## src/fetch_macros.svh

```systemverilog
`ifndef FETCH_MACROS_SVH
`define FETCH_MACROS_SVH

// fetch address width
`define FETCH_IP_W 32

// bytes fetched per cycle, one aligned block
`define FETCH_BLOCK_BYTES 16

// global history length in branches
`define FETCH_GHR_W 14

// counter tables hold 2**FETCH_PHT_IDX_W entries each
`define FETCH_PHT_IDX_W 10

// direct-mapped target buffer, 2**FETCH_BTB_IDX_W entries
`define FETCH_BTB_IDX_W 6

// history bits folded into the short and medium tables
`define FETCH_HIST_SHORT 2
`define FETCH_HIST_MID 6

// first fetch address after reset
`define FETCH_RESET_IP 32'h0000_1000

`endif
```

## src/fetch_pkg.sv

```systemverilog
`default_nettype none

`include "fetch_macros.svh"

package fetch_pkg;

  typedef logic [`FETCH_IP_W-1:0]      ip_t;
  typedef logic [`FETCH_GHR_W-1:0]     ghr_t;
  typedef logic [`FETCH_PHT_IDX_W-1:0] pht_index_t;
  typedef logic [`FETCH_BTB_IDX_W-1:0] btb_index_t;

  // byte offset bits inside one fetch block
  localparam int unsigned FETCH_OFS_W = $clog2(`FETCH_BLOCK_BYTES);

  // msb set means taken
  typedef enum logic [1:0] {
    CNT_STRONG_NT = 2'b00,
    CNT_WEAK_NT   = 2'b01,
    CNT_WEAK_T    = 2'b10,
    CNT_STRONG_T  = 2'b11
  } counter_e;

  typedef enum logic [1:0] {
    NEXT_SEQ     = 2'b00, // block + 16
    NEXT_TAKEN   = 2'b01, // predicted target
    NEXT_RESTORE = 2'b10  // mispredict from retire
  } next_kind_e;

endpackage

`default_nettype wire

```

## src/fetch_sequencer.sv

```systemverilog
`default_nettype none

`include "fetch_macros.svh"

module fetch_sequencer (
  input  logic            clk,
  input  logic            rst,
  input  logic            btb_hit,
  input  fetch_pkg::ip_t  btb_target,
  input  logic            pred_taken,
  input  logic            retire_valid,
  input  fetch_pkg::ip_t  retire_ip,
  input  fetch_pkg::ghr_t retire_ghr,
  input  logic            retire_taken,
  input  fetch_pkg::ip_t  retire_target,
  input  logic            retire_mispredict,
  output logic            fetch_valid,
  output fetch_pkg::ip_t  fetch_ip,
  output fetch_pkg::ghr_t fetch_ghr,
  output logic            fetch_taken
);
  import fetch_pkg::*;

  localparam ip_t BLOCK_STEP = ip_t'(`FETCH_BLOCK_BYTES);

  next_kind_e next_kind;
  ip_t        next_ip;
  ghr_t       next_ghr;

  assign fetch_taken = btb_hit && pred_taken;

  // retire correction beats the current prediction
  always_comb begin
    if (retire_valid && retire_mispredict) begin
      next_kind = NEXT_RESTORE;
    end else if (fetch_taken) begin
      next_kind = NEXT_TAKEN;
    end else begin
      next_kind = NEXT_SEQ;
    end
  end

  always_comb begin
    next_ip  = fetch_ip + BLOCK_STEP;
    next_ghr = fetch_ghr;
    case (next_kind)
      NEXT_RESTORE: begin
        next_ip  = retire_taken ? retire_target : retire_ip + BLOCK_STEP;
        next_ghr = {retire_ghr[`FETCH_GHR_W-2:0], retire_taken};
      end
      NEXT_TAKEN: begin
        next_ip  = btb_target;
        next_ghr = {fetch_ghr[`FETCH_GHR_W-2:0], 1'b1};
      end
      default: begin
        // known branch predicted not taken still counts in history
        if (btb_hit) begin
          next_ghr = {fetch_ghr[`FETCH_GHR_W-2:0], 1'b0};
        end
      end
    endcase
  end

  always_ff @(posedge clk) begin
    if (rst) begin
      fetch_valid <= 1'b0;
      fetch_ip    <= ip_t'(`FETCH_RESET_IP);
      fetch_ghr   <= '0;
    end else if (!fetch_valid) begin
      fetch_valid <= 1'b1; // hold reset address for the first fetch
    end else begin
      fetch_ip  <= next_ip;
      fetch_ghr <= next_ghr;
    end
  end

endmodule

`default_nettype wire

```

## config.mk

```make
export PLATFORM = sky130hd
export DESIGN_NAME = fetch_sequencer
export DESIGN_NICKNAME = d
export VERILOG_FILES = /design/src/fetch_pkg.sv /design/src/fetch_sequencer.sv
export VERILOG_INCLUDE_DIRS = /design/src
export SDC_FILE = /design/constraint.sdc
export NUM_CORES = 1
export LEC_CHECK = 0
export ABC_AREA = 1
export BUFFER_PORTS_ARGS = -buffer_cell sky130_fd_sc_hd__buf_4
export CAP_MARGIN = 20
export CORE_UTILIZATION = 49
export DETAILED_ROUTE_END_ITERATION = 7
export PLACE_DENSITY = 0.84
export SLEW_MARGIN = 30
export SYNTH_ARGS = -nofsm -noshare
export SYNTH_HDL_FRONTEND = slang
export SYNTH_SLANG_ARGS = --single-unit
export TNS_END_PERCENT = 5
```

## constraint.sdc

```tcl
create_clock -name clk -period 2.1 [get_ports clk]
set_input_delay 0.105 -clock clk [delete_from_list [all_inputs] [get_ports clk]]
set_output_delay 0.105 -clock clk [all_outputs]
set_load 0.05 [all_outputs]
```

== Yosys cells after proc, flatten, opt, wreduce, memory -nomap -nowiden ==
Index checks and enable logic that the tools add are counted.

* Equal/unequal tests: 2
* Multiplexer cells: 7
* Add/subtract/negate cells: 2
* Reductions and logical operators: 4

{| class="wikitable"
|+ Operator list
! operator !! number
|-
| $add 32x5->32 const B || 2
|-
| $pmux 32 s2 || 1
|-
| $mux 32 || 1
|-
| $pmux 14 s2 || 1
|-
| $mux 14 || 1
|-
| $reduce_bool 3->1 || 1
|-
| $eq 2x1->1 const B || 1
|-
| $eq 2x2->1 const B || 1
|-
| $logic_and 1x1->1 || 2
|-
| $mux 1 || 2
|-
| $mux 2 || 1
|-
| $reduce_and 2->1 || 1
|}

* Bits in registers: 47
* Input port bits: 117
* Output and inout bits: 48
* Word-level logic and storage cells: 18

== Longest topological paths before layout ==
* Depth in word-level cells: 6
* Depth in mapped cells: 13
* Gate-level depth less buffers: 13

== Worst setup path after synthesis ==
OpenSTA, ideal clock, no wires.

* Path type: flip-flop to flip-flop
* Start point: register fetch_ip[4]
* End point: register fetch_ip[18]
* Library setup time: 122 ps
* Cell stages (with the launch flop): 8
* Arrival: 1,807 ps
* Path buffers: 0
* Slack: 171 ps
* Clock period less this slack: 1,929 ps
* Data required time: 1,978 ps
* Cells stage by stage: dfxtp_1 -> ha_1 -> nand2_2 -> nor3_1 -> nand3_1 -> xnor2_1 -> a21oi_1 -> a21oi_2

* Cells in the longest elaborated chain, start to end: 2

{| class="wikitable"
|+ RTL lines
! item !! RTL line !! RTL
|-
| from (decl) || fetch_sequencer.sv:18 || <nowiki>output fetch_pkg::ip_t fetch_ip,</nowiki>
|-
| from (signal assigned) || fetch_sequencer.sv:67 || <nowiki>fetch_ip <= ip_t'(`FETCH_RESET_IP);</nowiki>
|-
| from (signal assigned) || fetch_sequencer.sv:72 || <nowiki>fetch_ip <= next_ip;</nowiki>
|-
| $add 32x5->32 || fetch_sequencer.sv:44 || <nowiki>next_ip = fetch_ip + BLOCK_STEP;</nowiki>
|-
| $pmux 32 s2 || fetch_sequencer.sv:46 || <nowiki>case (next_kind)</nowiki>
|}

Every way passes these cells.
A chain may end at the register's enable or synchronous reset.

== Final worst setup path ==
* Start point: register fetch_ip[4]
* End point: register fetch_ip[26]

The elaborated chain is that of the path after synthesis.

==> reports/metrics.cfg <==
[logic_synthesis]
avgSynthCellArea_um2 = 5.88
syn_area_um2 = 3970
syn_nets = 794
postSynthCellCount = 675
ys_warn_count = 0
synth-seq-area-share_pct = 23.7
synth_cell_types = 38
ys_ff_latch = 47

[worst_setup_path]
crit_start = fetch_ip[4]
critPathKind = register to register
slowest_delay_ns = 0.40
crit_path_end_kind = register
crit_family = simple AND/OR/NAND/NOR gates
crit_required_ns = 2.33
r2r_slack_ns = 0.31
cp_num_buf_inv = 1
crit_top_cell = nand2_1
crit_chain = ha_1 > nand2_2 > nor3_1 > nand2_1 > xor2_1 > nand2_1 > nand3_1 > nand2_1 > inv_1
r2r_end = fetch_ip[26]
cp.depth = 9
path_max_fanout = 5
rr_worst_depth = 9
worstSetupStartpointType = register
crit_end = fetch_ip[26]
worstPathArrival_ns = 2.02
cp_slowest_cell = dfxtp_1
timing.rr.start = fetch_ip[4]

[global_routing]
grt_max_degree = 28
grt.busiest_layer = met2
grt_pass1_wl_mm = 22.4
globalRouteMet3Util_pct = 6.14
antenna_found_initial = 0
grt_use_met2_pct = 59.0
grtUsageTotal_pct = 33.4
overflow = 0
grtUsageMet1_pct = 40.4
grt_pass1_vias = 4799

[job]
drv_cap = 0

[detailed_routing]
wl_mm = 14.2
drtIter0Drc = 307
first_pass_iters = 5
dr_total_vias = 5111
vias_per_cell = 5.48
drtAntennaViolNets = 0
avgRoutedWirePerCell_um = 15.2
drc = 0

[floorplan]
core-area_um2 = 7770
start_util_pct = 51.1
design.die.area_um2 = 8470
num_rows = 32
die_y_um = 92.0
ios = 165
fp.dieW_um = 92.0

[clocking]
hold_buffers = 0
cts_buffers = 5
cts_buffer_depth = 2
cts_root_buffer = clkbuf_8
clkSlewWorstSetupHoldPaths_ns = 0.11
cts.sinks = 47
clk_latency_ns = 0.32
postCtsSetupRepairBufs = 0
cts_resized = 0
h-tree-depth = 2
cts_tree = done

[sta]
setup_viol = 0
fin_tns_setup_ns = 0
whs_ns = 0.0564
max_freq_mhz = 558
slew_headroom_pct = 57.6
worstMarginPinSlew_ns = 0.635
post-route-period-util_pct = 85.3
drv_slew = 0
rsz0062_at_grt = no
fin_skew_ns = 0.0156
finalHoldViolations = 0
fin_crit_ns = 1.79

[pwr]
p_leak_nw = 2.50
seqPwrFrac_pct = 36.3
power.switching_mw = 1.04
p_total_mw = 2.86
peakVddDrop_mv = 0.441
pwr-share-comb_pct = 34.2
p_per_area_nw_per_um2 = 527
p_int_mw = 1.82
swShare_pct = 36.5
power_frac_clock_pct = 29.6

[final_layout]
areaGrowthSynthToFinish_pct = 36.7
nNetsFinal = 949
final_cells = 933
design_area_um2 = 5430
n_antenna_cell = 0
drive_gt1_share_pct = 27.2

[place]
place_congestion = 0.920
place_area_um2 = 5290
hpwl_mm = 11.2
placed_cells = 925
portBuffers = 163

[hold_path]
hold_path.class = input pin to register

[outcome]
status = finished, final reports clean

-- stage by stage --
stage / utilization (%) / worst slack [ns]
after floorplan: - / 0.171
after global placement: 68.0 / 0.332
after detailed placement: 68.0 / 0.301
after CTS: 69.8 / 0.326
after global routing: 69.9 / 0.163
final: 69.9 / 0.308
-- layout by cell type (no fill, tap or decap), types with 7 or more instances in the layout --
| cell type | netlist | routed |
|---|---|---|
| nand2_2 | 11 | 11 |
| nor2_2 | 13 | 12 |
| nand3_1 | 34 | 34 |
| inv_1 | 52 | 52 |
| a221oi_1 | 14 | 14 |
| inv_2 | 7 | 7 |
| xor2_1 | 10 | 10 |
| o21ai_0 | 45 | 45 |
| dfxtp_1 | 47 | 47 |
| nand3b_1 | 10 | 10 |
| nor2_4 | 9 | 10 |
| a31oi_1 | 19 | 19 |
| nand2_1 | 204 | 204 |
| nor2_1 | 91 | 91 |
| nand4_1 | 7 | 7 |
| a21oi_1 | 30 | 30 |
| buf_4 | 1 | 172 |
-- synth_stat cells --
master | number | share of area (%)
nand2_1 | 204 | 19
nor2_1 | 91 | 8.6
inv_1 | 52 | 4.9
dfxtp_1 | 47 | 24
o21ai_0 | 45 | 5.7
nand3_1 | 34 | 4.3
a21oi_1 | 30 | 3.8
a31oi_1 | 19 | 3.0
a221oi_1 | 14 | 3.1
clkbuf_1 | 14 | 1.3
nor2_2 | 13 | 2.0
nand2_2 | 11 | 1.7
nand3b_1 | 10 | 1.9
xor2_1 | 10 | 2.2
buf_2 | 9 | 1.1
nor2_4 | 9 | 2.6
inv_2 | 7 | 0.66
nand4_1 | 7 | 1.1
nor3_1 | 6 | 0.76
o21ai_1 | 6 | 0.76
a41oi_1 | 5 | 1.1
a22oi_1 | 4 | 0.76
and3_1 | 4 | 0.63
xnor2_1 | 4 | 0.88
nand3_2 | 3 | 0.76
clkinv_1 | 2 | 0.19
ha_1 | 2 | 0.63
o211ai_1 | 2 | 0.38
o21bai_1 | 2 | 0.38
a21o_1 | 1 | 0.19
a21oi_2 | 1 | 0.22
buf_4 | 1 | 0.19
nand2_4 | 1 | 0.28
nor3b_1 | 1 | 0.19
o2111ai_1 | 1 | 0.22
o221ai_1 | 1 | 0.22
or2_1 | 1 | 0.16
or2_2 | 1 | 0.16
-- final cells by class --
type                            instances  area (um2)
Sequential cell                        47         941
Tap cell                              102         128
Inverter                               61         229
Timing Repair Buffer                  172        1290
Fill cell                             706        2340
Clock inverter                          3        71.3
Multi-Input combinational cell        543        2700
Clock buffer                            5        68.8
-- worst min path at each step --
| stage | to | cells past startpoint | startpoint |
|---|---|---|---|
| CTS | fetch_ghr[6] | 3 | retire_ghr[5] |
| detailed placement | fetch_ghr[2] | 3 | retire_ghr[1] |
| floorplan | fetch_ghr[1] | 2 | retire_ghr[0] |
| global route | fetch_ghr[11] | 3 | retire_ghr[10] |
| global placement | fetch_ip[2] | 3 | retire_target[2] |
| finish | fetch_ghr[6] | 3 | retire_ghr[5] |
-- registers in the layout, summed over array words and instances, names as in the netlist --
signal and flops:
fetch_ip 32, fetch_ghr 14, fetch_valid 1
-- logic make-up (layout without fill, tap and decap cells) --
group / Yosys count / after routing / synth area share, %
AND/OR/NAND/NOR: 396 / 396 / 44.4
AO/OA/AOI/OAI: 131 / 131 / 19.8
XOR/XNOR: 14 / 14 / 3.09
adder cells (fa/ha/maj): 2 / 2 / 0.630
buffers and inverters: 85 / 241 / 8.41
flip-flops: 47 / 47 / 23.7
-- per-layer routing --
layer / routed length [um] / up-vias / share of wire, %
met5: 0 / - / 0
met2: 6820 / 236 / 48
met3: 1040 / 29 / 7.3
met1: 5980 / 2306 / 42
met4: 347 / 0 / 2.4
li1: - / 2540 / -
-- worst min-delay path, cell delays in order --
cell,delay (ns)
buf_4,0.10
nand2_1,0.05
a31oi_1,0.07
-- power groups by stage --
stage          Clock, mW  Sequential (mW)  Combinational, mW
2_1_floorplan          0             1.27              0.343
3_3_place_gp           0             1.05              0.952
3_5_place_dp           0             1.05              0.969
4_1_cts            0.848             1.03              0.972
5_1_grt            0.881             1.05               1.05
6_report           0.845             1.04              0.977
(Power assumes the default switching activity.)
